<file path="config.mk">
export PLATFORM = sky130hd
export DESIGN_NAME = calc_painter_top
export DESIGN_NICKNAME = d
export VERILOG_FILES = /design/src/source/glyph_pkg.sv /design/src/source/color_pkg.sv /design/src/source/grid_bars.sv /design/src/source/glyph_map.sv /design/src/source/pixel_classifier.sv /design/src/source/pixel_colorizer.sv /design/src/source/calc_painter_top.sv
export VERILOG_INCLUDE_DIRS = /design/src /design/src/include
export SDC_FILE = /design/constraint.sdc
export NUM_CORES = 1
export LEC_CHECK = 0
export BUFFER_PORTS_ARGS = -buffer_cell sky130_fd_sc_hd__buf_2
export CORE_UTILIZATION = 29
export CTS_BUF_LIST = sky130_fd_sc_hd__clkbuf_8
export CTS_CLUSTER_SIZE = 28
export DETAILED_ROUTE_END_ITERATION = 6
export SKIP_CTS_REPAIR_TIMING = 1
export SLEW_MARGIN = 20
export SYNTH_ARGS = -nofsm -noshare
export SYNTH_HDL_FRONTEND = slang
export SYNTH_HIERARCHICAL = 1
export SYNTH_SLANG_ARGS = --single-unit
</file>
<file path="constraint.sdc">
create_clock -name clk -period 3.8 [get_ports clk]
set_clock_uncertainty 0.15 [all_clocks]
set_input_delay 0.57 -clock clk [delete_from_list [all_inputs] [get_ports clk]]
set_output_delay 0.57 -clock clk [all_outputs]
set_load 0.02 [all_outputs]
</file>
<file path="src/include/painter_defines.svh">
// Calculator painter geometry
`ifndef PAINTER_DEFINES_SVH
`define PAINTER_DEFINES_SVH

// ------------------------------------------------------------------------
// Screen and coordinates
// ------------------------------------------------------------------------
`define PIX_W          10   // Pixel coordinate width

// ------------------------------------------------------------------------
// Keypad grid
// ------------------------------------------------------------------------
`define GRID_X0        175  // Grid origin x
`define GRID_Y0        190  // Grid origin y
`define CELL           63   // Cell pitch in both directions
`define VBAR_SPAN      3    // Vertical bar band, open interval
`define HBAR_SPAN      2    // Horizontal bar band, one line thick

// Colour boundary three cells in from the left edge
`define GRID_SPLIT_X   (`GRID_X0 + 3 * `CELL)

// ------------------------------------------------------------------------
// Font ROM
// ------------------------------------------------------------------------
`define FONT_ROW_W     4    // Row index inside a glyph
`define FONT_BIT_W     3    // Bit index inside a font row
`define CHAR_W         7    // Character code width
`define ROM_ADDR_W     11   // Char code plus row index

// ------------------------------------------------------------------------
// Tiles and cursor
// ------------------------------------------------------------------------
`define NUM_DIGITS     10   // Readout length
`define READOUT_ROW    1    // Tile row of the readout
`define READOUT_COL0   14   // Rightmost readout column, digit 0
`define KEY_ROW0       3    // Top keypad tile row

`define CURSOR_SIZE    5    // Mouse box edge

`endif

</file>
<file path="src/source/glyph_pkg.sv">
// Glyph and character code types
`include "painter_defines.svh"

package glyph_pkg;

	// Font ROM character code, ASCII based
	typedef logic [`CHAR_W-1:0] char_code_t;

	// Operator keys as they appear on screen
	// Codes are the ASCII of the painted symbol
	typedef enum logic [`CHAR_W-1:0]
	{
		op_mul = 7'h78,  // 'x'
		op_div = 7'h25,  // '%' used as divide sign
		op_add = 7'h2b,  // '+'
		op_sub = 7'h2d,  // '-'
		op_eq  = 7'h3d   // '='
	} op_glyph_t;

	// Code of '0', digits follow in order
	localparam char_code_t DIGIT_BASE = 7'h30;

endpackage

</file>
<file path="src/source/color_pkg.sv">
// Colour and pixel class types
package color_pkg;

	// 3-bit RGB, one bit per gun
	// Only the five painted colours are named
	typedef enum logic [2:0]
	{
		black      = 3'b000,
		green      = 3'b010,  // Cursor
		light_blue = 3'b011,  // Bars left of split
		pink       = 3'b101,  // Bars right of split
		white      = 3'b111   // Glyph foreground
	} rgb_t;

	// What a pixel belongs to, after priority
	typedef enum logic [2:0]
	{
		px_back,       // Nothing drawn
		px_cursor,     // Mouse box, wins over all
		px_bar_left,   // Grid bar, left zone
		px_bar_right,  // Grid bar, right zone
		px_glyph       // Inside a character tile
	} pixel_class_t;

endpackage

</file>
<file path="src/source/grid_bars.sv">
// Keypad grid bar hit test
`include "painter_defines.svh"

module grid_bars
(
	input  logic [`PIX_W-1:0]  pix_x,
	input  logic [`PIX_W-1:0]  pix_y,
	output logic               bar_on,          // Any of the eleven bars
	output logic               bar_right_zone   // Pixel at or past the split
);

	localparam logic [`PIX_W-1:0] x0        = `PIX_W'(`GRID_X0);
	localparam logic [`PIX_W-1:0] y0        = `PIX_W'(`GRID_Y0);
	localparam logic [`PIX_W-1:0] vbar_span = `PIX_W'(`VBAR_SPAN);
	localparam logic [`PIX_W-1:0] hbar_span = `PIX_W'(`HBAR_SPAN);
	localparam logic [`PIX_W-1:0] split_x   = `PIX_W'(`GRID_SPLIT_X);

	logic [5:0] vbar_hit;
	logic [4:0] hbar_hit;

	// ------------------------------------------------------------------------
	// Vertical bars, one per cell edge
	// ------------------------------------------------------------------------
	for (genvar k = 0; k < 6; k++)
	begin : g_vbar
		// Two leftmost bars reach the zero key row
		localparam logic [`PIX_W-1:0] x_start = `PIX_W'(`GRID_X0 + k * `CELL);
		localparam logic [`PIX_W-1:0] y_end   =
			`PIX_W'(`GRID_Y0 + ((k < 2) ? 4 : 3) * `CELL);

		assign vbar_hit[k] = (pix_x > x_start) && (pix_x < x_start + vbar_span) &&
			(pix_y > y0) && (pix_y < y_end);
	end

	// ------------------------------------------------------------------------
	// Horizontal bars, single line at start plus one
	// ------------------------------------------------------------------------
	for (genvar k = 0; k < 5; k++)
	begin : g_hbar
		localparam logic [`PIX_W-1:0] y_start = `PIX_W'(`GRID_Y0 + k * `CELL);
		// Bottom bar only closes the zero key
		localparam logic [`PIX_W-1:0] x_end   = (k == 4) ?
			`PIX_W'(`GRID_X0 + `CELL + `HBAR_SPAN) : `PIX_W'(`GRID_X0 + 5 * `CELL);

		assign hbar_hit[k] = (pix_y > y_start) && (pix_y < y_start + hbar_span) &&
			(pix_x > x0) && (pix_x < x_end);
	end

	assign bar_on         = |vbar_hit || |hbar_hit;
	assign bar_right_zone = (pix_x >= split_x);  // Colour boundary

	// Bands narrower than a cell, so bars of one direction never overlap
	always_comb
	begin
		assert final ($onehot0(vbar_hit) && $onehot0(hbar_hit))
			else $error("grid_bars: overlapping bars at x=%h y=%h", pix_x, pix_y);
	end

endmodule

</file>
<file path="src/source/glyph_map.sv">
// Keypad and readout character lookup
`include "painter_defines.svh"

module glyph_map
	import glyph_pkg::*;
(
	input  logic [`PIX_W-1:0]         pix_x,
	input  logic [`PIX_W-1:0]         pix_y,
	input  logic [4*`NUM_DIGITS-1:0]  num_actual,     // BCD readout value
	input  logic [3:0]                counter_total,  // Digits to show
	output logic                      glyph_on,
	output char_code_t                char_code
);

	// Tiles are 32 wide, 64 high
	logic [4:0]  tile_col;
	logic [3:0]  tile_row;
	logic [3:0]  key_row;        // Row within keypad
	logic        key_on;
	logic        read_on;
	char_code_t  key_code;
	char_code_t  read_code;

	assign tile_col = pix_x[9:5];
	assign tile_row = pix_y[9:6];
	assign key_row  = tile_row - 4'(`KEY_ROW0);  // Wraps above keypad, hits default

	function automatic char_code_t digit_code(input logic [3:0] d);
		return DIGIT_BASE + char_code_t'(d);
	endfunction

	// ------------------------------------------------------------------------
	// Keypad, phone layout with operators on the right
	// ------------------------------------------------------------------------
	always_comb
	begin
		key_on   = 1'b1;
		key_code = '0;
		case (key_row)
			4'd0:
			begin
				case (tile_col)
					5'd6:    key_code = digit_code(4'd7);
					5'd8:    key_code = digit_code(4'd8);
					5'd10:   key_code = digit_code(4'd9);
					5'd12:   key_code = op_mul;
					5'd14:   key_code = op_div;
					default: key_on   = 1'b0;
				endcase
			end
			4'd1:
			begin
				case (tile_col)
					5'd6:    key_code = digit_code(4'd4);
					5'd8:    key_code = digit_code(4'd5);
					5'd10:   key_code = digit_code(4'd6);
					5'd12:   key_code = op_add;
					5'd14:   key_code = op_sub;
					default: key_on   = 1'b0;
				endcase
			end
			4'd2:
			begin
				case (tile_col)
					5'd6:    key_code = digit_code(4'd1);
					5'd8:    key_code = digit_code(4'd2);
					5'd10:   key_code = digit_code(4'd3);
					5'd14:   key_code = op_eq;   // No key at column 12
					default: key_on   = 1'b0;
				endcase
			end
			4'd3:
			begin
				if (tile_col == 5'd6)
					key_code = digit_code(4'd0);  // Lone zero key
				else
					key_on = 1'b0;
			end
			default: key_on = 1'b0;
		endcase
	end

	// ------------------------------------------------------------------------
	// Readout, digit 0 rightmost, grows left
	// ------------------------------------------------------------------------
	always_comb
	begin
		read_on   = 1'b0;
		read_code = '0;
		if (tile_row == 4'(`READOUT_ROW))
		begin
			for (int i = 0; i < `NUM_DIGITS; i++)
			begin
				// Unentered digits stay blank
				if ((tile_col == 5'(`READOUT_COL0 - i)) && (counter_total > 4'(i)))
				begin
					read_on   = 1'b1;
					read_code = digit_code(num_actual[4*i +: 4]);
				end
			end
		end
	end

	// Readout and keypad rows never overlap
	assign glyph_on  = key_on || read_on;
	assign char_code = read_on ? read_code : key_code;

endmodule

</file>
<file path="src/source/pixel_classifier.sv">
// Stage one pixel classification
`include "painter_defines.svh"

module pixel_classifier
	import glyph_pkg::*;
	import color_pkg::*;
(
	input  logic                    clk,
	input  logic                    rst_n,
	input  logic                    pixel_tick,
	input  logic [`PIX_W-1:0]       pix_x,
	input  logic [`PIX_W-1:0]       pix_y,
	input  logic [`PIX_W-1:0]       xm,
	input  logic [`PIX_W-1:0]       ym,
	input  logic                    bar_on,
	input  logic                    bar_right_zone,
	input  logic                    glyph_on,
	input  char_code_t              char_code,
	output pixel_class_t            pix_class,
	output logic [`ROM_ADDR_W-1:0]  rom_addr,      // Straight to font ROM
	output logic [`FONT_BIT_W-1:0]  font_bit_idx,  // Column inside glyph
	output logic                    tick_s1
);

	localparam logic [`PIX_W:0] cursor_span = (`PIX_W + 1)'(`CURSOR_SIZE);

	logic [`PIX_W:0]          xm_end;   // One extra bit, no wrap at right edge
	logic [`PIX_W:0]          ym_end;
	logic                     cursor_on;
	pixel_class_t             class_d;
	logic [`ROM_ADDR_W-1:0]   addr_d;

	// Open box around mouse point
	assign xm_end    = {1'b0, xm} + cursor_span;
	assign ym_end    = {1'b0, ym} + cursor_span;
	assign cursor_on = (pix_x > xm) && ({1'b0, pix_x} < xm_end) &&
		(pix_y > ym) && ({1'b0, pix_y} < ym_end);

	// Cursor, then bars, then glyphs
	always_comb
	begin
		class_d = px_back;
		if (cursor_on)
			class_d = px_cursor;
		else if (bar_on)
			class_d = bar_right_zone ? px_bar_right : px_bar_left;
		else if (glyph_on)
			class_d = px_glyph;
	end

	// Glyph row from y, scaled by four
	assign addr_d = (class_d == px_glyph) ?
		{char_code, pix_y[`FONT_ROW_W+1:2]} : '0;

	always_ff @(posedge clk or negedge rst_n)
	begin
		if (!rst_n)
		begin
			pix_class <= px_back;
			rom_addr  <= '0;
			tick_s1   <= 1'b0;
		end
		else
		begin
			pix_class <= class_d;
			rom_addr  <= addr_d;
			tick_s1   <= pixel_tick;
		end
	end

	// Bit index rides along with the address
	always_ff @(posedge clk)
	begin
		font_bit_idx <= pix_x[`FONT_BIT_W+1:2];
	end

	// Glyph tiles always resolve to a real character
	glyph_addr_chk: assert property (@(posedge clk) disable iff (!rst_n)
		(pix_class == px_glyph) |-> (rom_addr[`ROM_ADDR_W-1 -: `CHAR_W] != '0))
		else $error("pixel_classifier: glyph with null code, rom_addr=%h", rom_addr);

endmodule

</file>
<file path="src/source/pixel_colorizer.sv">
// Stage two colour selection
`include "painter_defines.svh"

module pixel_colorizer
	import color_pkg::*;
(
	input  logic                    clk,
	input  logic                    rst_n,
	input  pixel_class_t            pix_class,
	input  logic [`FONT_BIT_W-1:0]  font_bit_idx,
	input  logic                    tick_s1,
	input  logic [7:0]              font_word,   // Row for last cycle's rom_addr
	output rgb_t                    text_rgb
);

	// Aligned with font_word
	pixel_class_t            class_s2;
	logic [`FONT_BIT_W-1:0]  bit_idx_s2;
	logic                    tick_s2;

	logic  font_bit;
	rgb_t  rgb_d;

	always_ff @(posedge clk or negedge rst_n)
	begin
		if (!rst_n)
		begin
			class_s2 <= px_back;
			tick_s2  <= 1'b0;
		end
		else
		begin
			class_s2 <= pix_class;
			tick_s2  <= tick_s1;
		end
	end

	always_ff @(posedge clk)
	begin
		bit_idx_s2 <= font_bit_idx;
	end

	// Leftmost pixel is font bit 7
	assign font_bit = font_word[3'd7 - bit_idx_s2];

	always_comb
	begin
		case (class_s2)
			px_cursor:    rgb_d = green;
			px_bar_left:  rgb_d = light_blue;
			px_bar_right: rgb_d = pink;
			px_glyph:     rgb_d = font_bit ? white : black;
			default:      rgb_d = black;   // Background
		endcase
	end

	// Output only moves on qualified pixels
	always_ff @(posedge clk or negedge rst_n)
	begin
		if (!rst_n)
			text_rgb <= black;
		else if (tick_s2)
			text_rgb <= rgb_d;
	end

	// Tick gap two cycles upstream freezes the colour
	rgb_hold_chk: assert property (@(posedge clk) disable iff (!rst_n)
		!tick_s1 |=> ##1 $stable(text_rgb))
		else $error("pixel_colorizer: text_rgb moved without tick, now %h", text_rgb);

endmodule

</file>
<file path="src/source/calc_painter_top.sv">
// Calculator screen pixel painter
`include "painter_defines.svh"

module calc_painter_top
	import glyph_pkg::*;
	import color_pkg::*;
(
	input  logic                    clk,
	input  logic                    rst_n,
	input  logic                    pixel_tick,     // Pixel qualifier strobe
	input  logic [`PIX_W-1:0]       pix_x,
	input  logic [`PIX_W-1:0]       pix_y,
	input  logic [`PIX_W-1:0]       xm,             // Mouse position
	input  logic [`PIX_W-1:0]       ym,
	input  logic [39:0]             num_actual,     // BCD, nibble i is digit i
	input  logic [3:0]              counter_total,  // Digits entered so far
	input  logic [7:0]              font_word,      // From external font ROM
	output logic [`ROM_ADDR_W-1:0]  rom_addr,
	output rgb_t                    text_rgb
);

	// Combinational hit tests
	logic          bar_on;
	logic          bar_right_zone;
	logic          glyph_on;
	char_code_t    char_code;

	// Stage one to stage two
	pixel_class_t            pix_class;
	logic [`FONT_BIT_W-1:0]  font_bit_idx;
	logic                    tick_s1;

	grid_bars u_grid_bars
	(
		.pix_x          (pix_x),
		.pix_y          (pix_y),
		.bar_on         (bar_on),
		.bar_right_zone (bar_right_zone)
	);

	glyph_map u_glyph_map
	(
		.pix_x          (pix_x),
		.pix_y          (pix_y),
		.num_actual     (num_actual),
		.counter_total  (counter_total),
		.glyph_on       (glyph_on),
		.char_code      (char_code)
	);

	pixel_classifier u_classifier
	(
		.clk            (clk),
		.rst_n          (rst_n),
		.pixel_tick     (pixel_tick),
		.pix_x          (pix_x),
		.pix_y          (pix_y),
		.xm             (xm),
		.ym             (ym),
		.bar_on         (bar_on),
		.bar_right_zone (bar_right_zone),
		.glyph_on       (glyph_on),
		.char_code      (char_code),
		.pix_class      (pix_class),
		.rom_addr       (rom_addr),
		.font_bit_idx   (font_bit_idx),
		.tick_s1        (tick_s1)
	);

	pixel_colorizer u_colorizer
	(
		.clk            (clk),
		.rst_n          (rst_n),
		.pix_class      (pix_class),
		.font_bit_idx   (font_bit_idx),
		.tick_s1        (tick_s1),
		.font_word      (font_word),
		.text_rgb       (text_rgb)
	);

endmodule

</file>
==> results of run 1 <==
## power breakdown
part / switching (mW) / internal (mW) / total [mW]
Clock: 0.0816 / 0.141 / 0.222
Sequential: 0.00480 / 0.306 / 0.311
Combinational: 0.199 / 0.144 / 0.343
Total: 0.285 / 0.591 / 0.876
## area by class of cell
class | count | share of cell area (%)
Multi-Input combinational cell | 367 | 61.7
Sequential cell | 28 | 15.4
Timing Repair Buffer | 111 | 12.9
Tap cell | 168 | 4.83
Inverter | 41 | 3.54
Clock buffer | 3 | 0.949
Clock inverter | 1 | 0.690
## layer usage
metal / up-vias / share of wire, %
li1: 1907 / -
met1: 1772 / 48
met2: 143 / 46
met3: 14 / 5.1
met4: 0 / 1.5
met5: - / 0
## through the flow
stage	worst slack (ns)	area (µm²)	utilization, %
floorplan	0.991	3630	-
global placement	0.469	4280	35.4
detailed placement	0.349	4280	35.4
CTS	0.631	4350	35.9
global route	0.494	4350	35.9
finish	0.651	4350	35.9
## kinds of logic after synthesis
group                    after synthesis  synth area share, %
XOR/XNOR                              21                 5.07
AND/OR/NAND/NOR                      165                 26.1
adder cells (fa/ha/maj)               43                 14.8
buffers and inverters                 58                 7.52
AO/OA/AOI/OAI                        134                 26.5
flip-flops                            28                 18.5
multiplexers                           4                 1.52
## final timing paths
kind	end	slack, ns	cells past startpoint
setup / recovery	u_classifier/rom_addr[5]	0.65	11
hold / removal	u_colorizer/text_rgb[0]	0.09	1
setup reg to reg	u_colorizer/text_rgb[1]	2.35	3
hold reg to reg	u_colorizer/bit_idx_s2[1]	0.19	0
max in group asynchronous	u_classifier/rom_addr[6]	3.09	1
min in group clk	u_colorizer/bit_idx_s2[1]	0.19	0
## cells in the final DEF (no fill, tap or decap), types with 8 or more instances in the layout
master,netlist,final
buf_2,3,108
ha_1,42,42
inv_1,40,40
a21oi_1,35,35
nor2_1,28,28
nand2_1,23,23
dfrtp_1,22,22
o21ai_0,21,21
xnor2_1,17,17
nand3_1,16,16
nor2b_1,13,13
nand4_1,12,12
and3_1,12,12
nor3_1,9,9
o211ai_1,8,8
## worst register-to-register path, cell delays in order, from the launching register on
cell and delay, ns:
dfxtp_1 0.39, mux4_2 0.52, nor2_1 0.17, o31ai_1 0.10
## flip-flops by register name (all words and copies together), names as in the netlist
| register | count |
|---|---|
| u_colorizer/tick_s2 | 1 |
| u_classifier/pix_class | 3 |
| u_colorizer/text_rgb | 3 |
| u_classifier/tick_s1 | 1 |
| u_classifier/font_bit_idx | 3 |
| u_classifier/rom_addr | 11 |
| u_colorizer/class_s2 | 3 |
| u_colorizer/bit_idx_s2 | 3 |
==> results.txt, run 1 <==
Power Density: 201 nW/µm²
VDD IR max: 0.201 mV
I/O Buffers: 108
Pins Over Slew Limit: 0
crit path from: xm[0]
critical path's top delay family: compound AO/OA/AOI/OAI gates
cell taking the most area after synthesis: dfrtp_1
synthesized area: 3630 µm²
hold violation count in the final report: 0
layout cells sized above 1: 25.2%
FF/Latch Area: 671 µm²
GR Util met2: 26.9%
Residual DRC: 0
Finished Layout Cells: 719
largest net degree at the start of global routing: 29
max-cap violations: 0
initial antenna violation count: 0
DP HPWL: 8760 µm
Mapped Nets: 590
met3 Track Usage GR: 0.956%
cell mode on critical path: ha_1
RePlAce Congestion: 0.899
Setup crit start kind: input port
Area contributors post-synth: dfrtp_1 15%, ha_1 14%, a21oi_1 4.8%
hold_ws: 0.0918 ns
setup violators final: 0
Buf+Inv Stages, Crit Path: 1
area of the multi-input gates: 2680 µm²
WS Path Type: input port to register
die width: 114 µm
EDFF count, synth: 0
Area Overhead vs Synth: 20.0%
Static Leak: 2.00 nW
type of the most critical hold path: input port to asynchronous set/reset pin
core area: 12,100 µm²
sequential area share after synthesis: 18.5%
Crit-path slowest cell: nand4_1
TritonCTS clock tree: built
Iter 0 DRT Violations: 338
Filler cells: 1,307
IO Pins: 109
CTS root buf: clkbuf_8
top-count cell post-synth: ha_1
Fin Setup TNS: 0 ns
CTS Sinks: 28
Final min period: 3.15 ns
vias in the first global route: 3,639
Critical Path End Type: register
routed vias/inst: 5.34
RSZ-0062 raised after global routing: false
Worst path max stage delay: 0.41 ns
Starting Density: 29.9%
total congestion overflow: 0
Final nets: 689
Post-synth ARST share: 78.6%
Slew headroom: 51.0%
synthesis-stage register bit count: 28
Clock Path Buffers: 2
Most used DFF post-synth: dfrtp_1
worst path arrival time: 3.15 ns
crit-path cells: buf_2 -> ha_1 -> o2111ai_1 -> nor3_1 -> xnor2_1 -> ha_1 -> a21oi_1 -> o22ai_1 -> o41ai_2 -> nand4_1 -> and3_1
Max Fanout on Critical Path: 14
post-placement cell count: 715
Rows: 40
Vias: 3,836
Worst Tran Pin Value: 0.716 ns
Die H: 114 µm
Synth Instances: 453
DRT Pass-1 Iters: 5
all-layer global routing usage: 16.1%
top cell type's share of synthesized area: 15.2%
Final Routed Wirelength: 10,600 µm
first-pass GRT wire length: 17,200 µm
Tot Pwr: 0.876 mW
fin crit share: 82.9%
Data required, critical path: 3.80 ns
clk_lat worst skew: 0.26 ns
worst r2r src: u_colorizer/bit_idx_s2[0]
post-route ant nets: 0
clk slew on worst S/H paths: 0.09 ns
htree depth: 1
Post-synth top cells: 42 x ha_1, 40 x inv_1, 35 x a21oi_1
Avg WL per Cell: 14.8 µm
clock buffer count from CTS: 3
GR met1 Demand/Resource: 22.7%
grt peak-use layer: met2
die area: 13,000 µm²
Max Freq: 318 MHz
Ys Warns: 6
Post-Syn Area per Cell: 8.01 µm²
Ant. Diodes: 0
library cells used by synthesis: 79
status: finished clean
(Power assumes the default switching activity.)
==> inputs of run 2 (changes only) <==
Clock period 3.8 ns to 3 ns, I/O delays scaled along.
==> results.txt, run 2 (synthesis results as in run 1) <==
clk slew on worst S/H paths: 0.08 ns (about the same)
Data required, critical path: 3.01 ns (-0.79 ns)
failing checks: hold timing
most common cell after layout, fill and taps aside: buf_2
core area: 12,100 µm² (unchanged)
commonest cells after routing, fill and taps aside: 108 x buf_2, 42 x ha_1, 40 x inv_1
WS Path Type: input port to register
I/O Buffers: 108 (unchanged)
Ant. Diodes: 0 (unchanged)
all-layer global routing usage: 16.7% (+0.59 points)
htree depth: 1 (unchanged)
Vias: 3,920 (+2.2%)
Area Overhead vs Synth: 23.3%
hold_ws: -0.0196 ns (-0.111 ns)
initial antenna violation count: 0 (unchanged)
clk_lat worst skew: 0.26 ns (about the same)
IO Pins: 109 (unchanged)
Power Density: 239 nW/µm² (+19%)
RSZ-0062 raised after global routing: false
Setup crit start kind: input port
setup violators final: 0 (unchanged)
first-pass GRT wire length: 17,800 µm (+3.7%)
Tot Pwr: 1.07 mW (+22%)
Critical Path End Type: register
DP HPWL: 9340 µm (+6.6%)
clock buffer count from CTS: 3 (unchanged)
Static Leak: 2.08 nW (+3.9%)
Final Routed Wirelength: 11,100 µm (+4.8%)
Avg WL per Cell: 15.1 µm (+2.2%)
Max Freq: 368 MHz
Starting Density: 29.9% (unchanged)
die area: 13,000 µm² (unchanged)
power share of the clock group: 20.6% (-4.8 points)
critical path's top delay family: compound AO/OA/AOI/OAI gates
status: finished, violations left
RePlAce Congestion: 0.889 (-1.1%)
Largest register FFs: 11 (unchanged)
TritonCTS clock tree: built
worst path arrival time: 2.72 ns (-0.43 ns)
Worst Tran Pin Value: 0.574 ns (-0.142 ns)
Pins Over Slew Limit: 0 (unchanged)
CTS Sinks: 28 (unchanged)
Comb power frac: 42.6% (+3.5 points)
Filler cells: 1,321 (+1.1%)
DRT Pass-1 Iters: 5 (unchanged)
vias in the first global route: 3,711 (+2.0%)
hold violation count in the final report: 22 (+22)
VDD IR max: 0.148 mV (-26%)
routed vias/inst: 5.32 (-0.31%)
Die H: 114 µm (unchanged)
Final min period: 2.72 ns
largest net degree at the start of global routing: 23 (-21%)
CTS root buf: clkbuf_8
sw power: 0.369 mW (+29%)
Max Fanout on Critical Path: 14 (unchanged)
fin crit share: 90.6%
Final nets: 707 (+2.6%)
type of the most critical hold path: input port to asynchronous set/reset pin
Residual DRC: 0 (unchanged)
Int Power: 0.701 mW (+19%)
layout cells sized above 1: 27.6% (+2.4 points)
Slew headroom: 60.8% (+9.7 points)
Rows: 40 (unchanged)
Buf+Inv Stages, Crit Path: 2 (+1)
post-route ant nets: 0 (unchanged)
Clock Path Buffers: 2 (unchanged)
Seq pwr share: 36.8% (+1.3 points)
Iter 0 DRT Violations: 282 (-17%)
Switching Fraction: 34.5% (+1.9 points)
Fin Setup TNS: 0 ns (unchanged)
die width: 114 µm (unchanged)
cell mode on critical path: ha_1
crit-path cells: buf_2 -> ha_1 -> o2111ai_1 -> nor3_1 -> xnor2_1 -> ha_1 -> a21oi_1 -> o22ai_1 -> o41ai_2 -> nand4_1 -> buf_4 -> and3_1
total congestion overflow: 0 (unchanged)
max-cap violations: 0 (unchanged)
Crit-path slowest cell: o41ai_2
Worst path max stage delay: 0.33 ns (-0.08 ns)
Largest Register: u_classifier/rom_addr
-- run 2: per-stage QoR --
stage	instance area [µm²]	util (%)	worst slack (ns)	instances
floorplan	3630	-	0.311	453
global placement	4420	36.5	0.105	733
detailed placement	4420	36.5	0.0114	733
CTS	4470	36.9	0.294	737
global route	4470	36.9	0.150	737
finish	4470	36.9	0.281	737
-- run 2: final cells by class --
type | instances | area (µm²) | share of cell area (%)
flip-flops and latches | 28 | 671 | 15.0
multi-input cells | 367 | 2680 | 60.0
clock buffers | 4 | 55.1 | 1.23
repair buffers | 129 | 698 | 15.6
inverters | 41 | 154 | 3.44
well taps | 168 | 210 | 4.70
-- run 2: path summary, 6_finish.rpt --
kind / slack [ns] / depth (start not counted) / end / startpoint
worst max register to register: 1.53 / 3 / u_colorizer/text_rgb[1] / u_colorizer/bit_idx_s2[0]
min in group clk: 0.14 / 1 / u_classifier/tick_s1 / pixel_tick
worst max-delay path: 0.28 / 12 / u_classifier/rom_addr[8] / xm[0]
max in group asynchronous: 2.40 / 1 / u_colorizer/text_rgb[1] / rst_n
worst min-delay path: -0.02 / 1 / u_classifier/tick_s1 / rst_n
worst min register to register: 0.18 / 0 / u_colorizer/bit_idx_s2[1] / u_classifier/font_bit_idx[1]
-- run 2: routing by layer --
layer | GRT usage (%) | routed length [µm] | vias up
met4 | 2.34 | 78 | 0
met1 | 23.2 | 5110 | 1834
li1 | - | - | 1950
met2 | 29.2 | 5340 | 128
met3 | 0.797 | 623 | 8
met5 | 0 | 0 | -
-- run 2: worst register-to-register path, cell delays in order (launching register included) --
cell and delay [ns]:
dfxtp_1 0.40, mux4_2 0.52, nor2_1 0.18, o31ai_1 0.11
-- run 2: power by group through the flow --
stage | Sequential (mW) | Clock [mW] | Combinational [mW]
floorplan | 0.405 | 0 | 0.261
global placement | 0.401 | 0 | 0.442
detailed placement | 0.402 | 0 | 0.454
CTS | 0.394 | 0.232 | 0.456
global route | 0.396 | 0.247 | 0.510
finish | 0.394 | 0.221 | 0.455
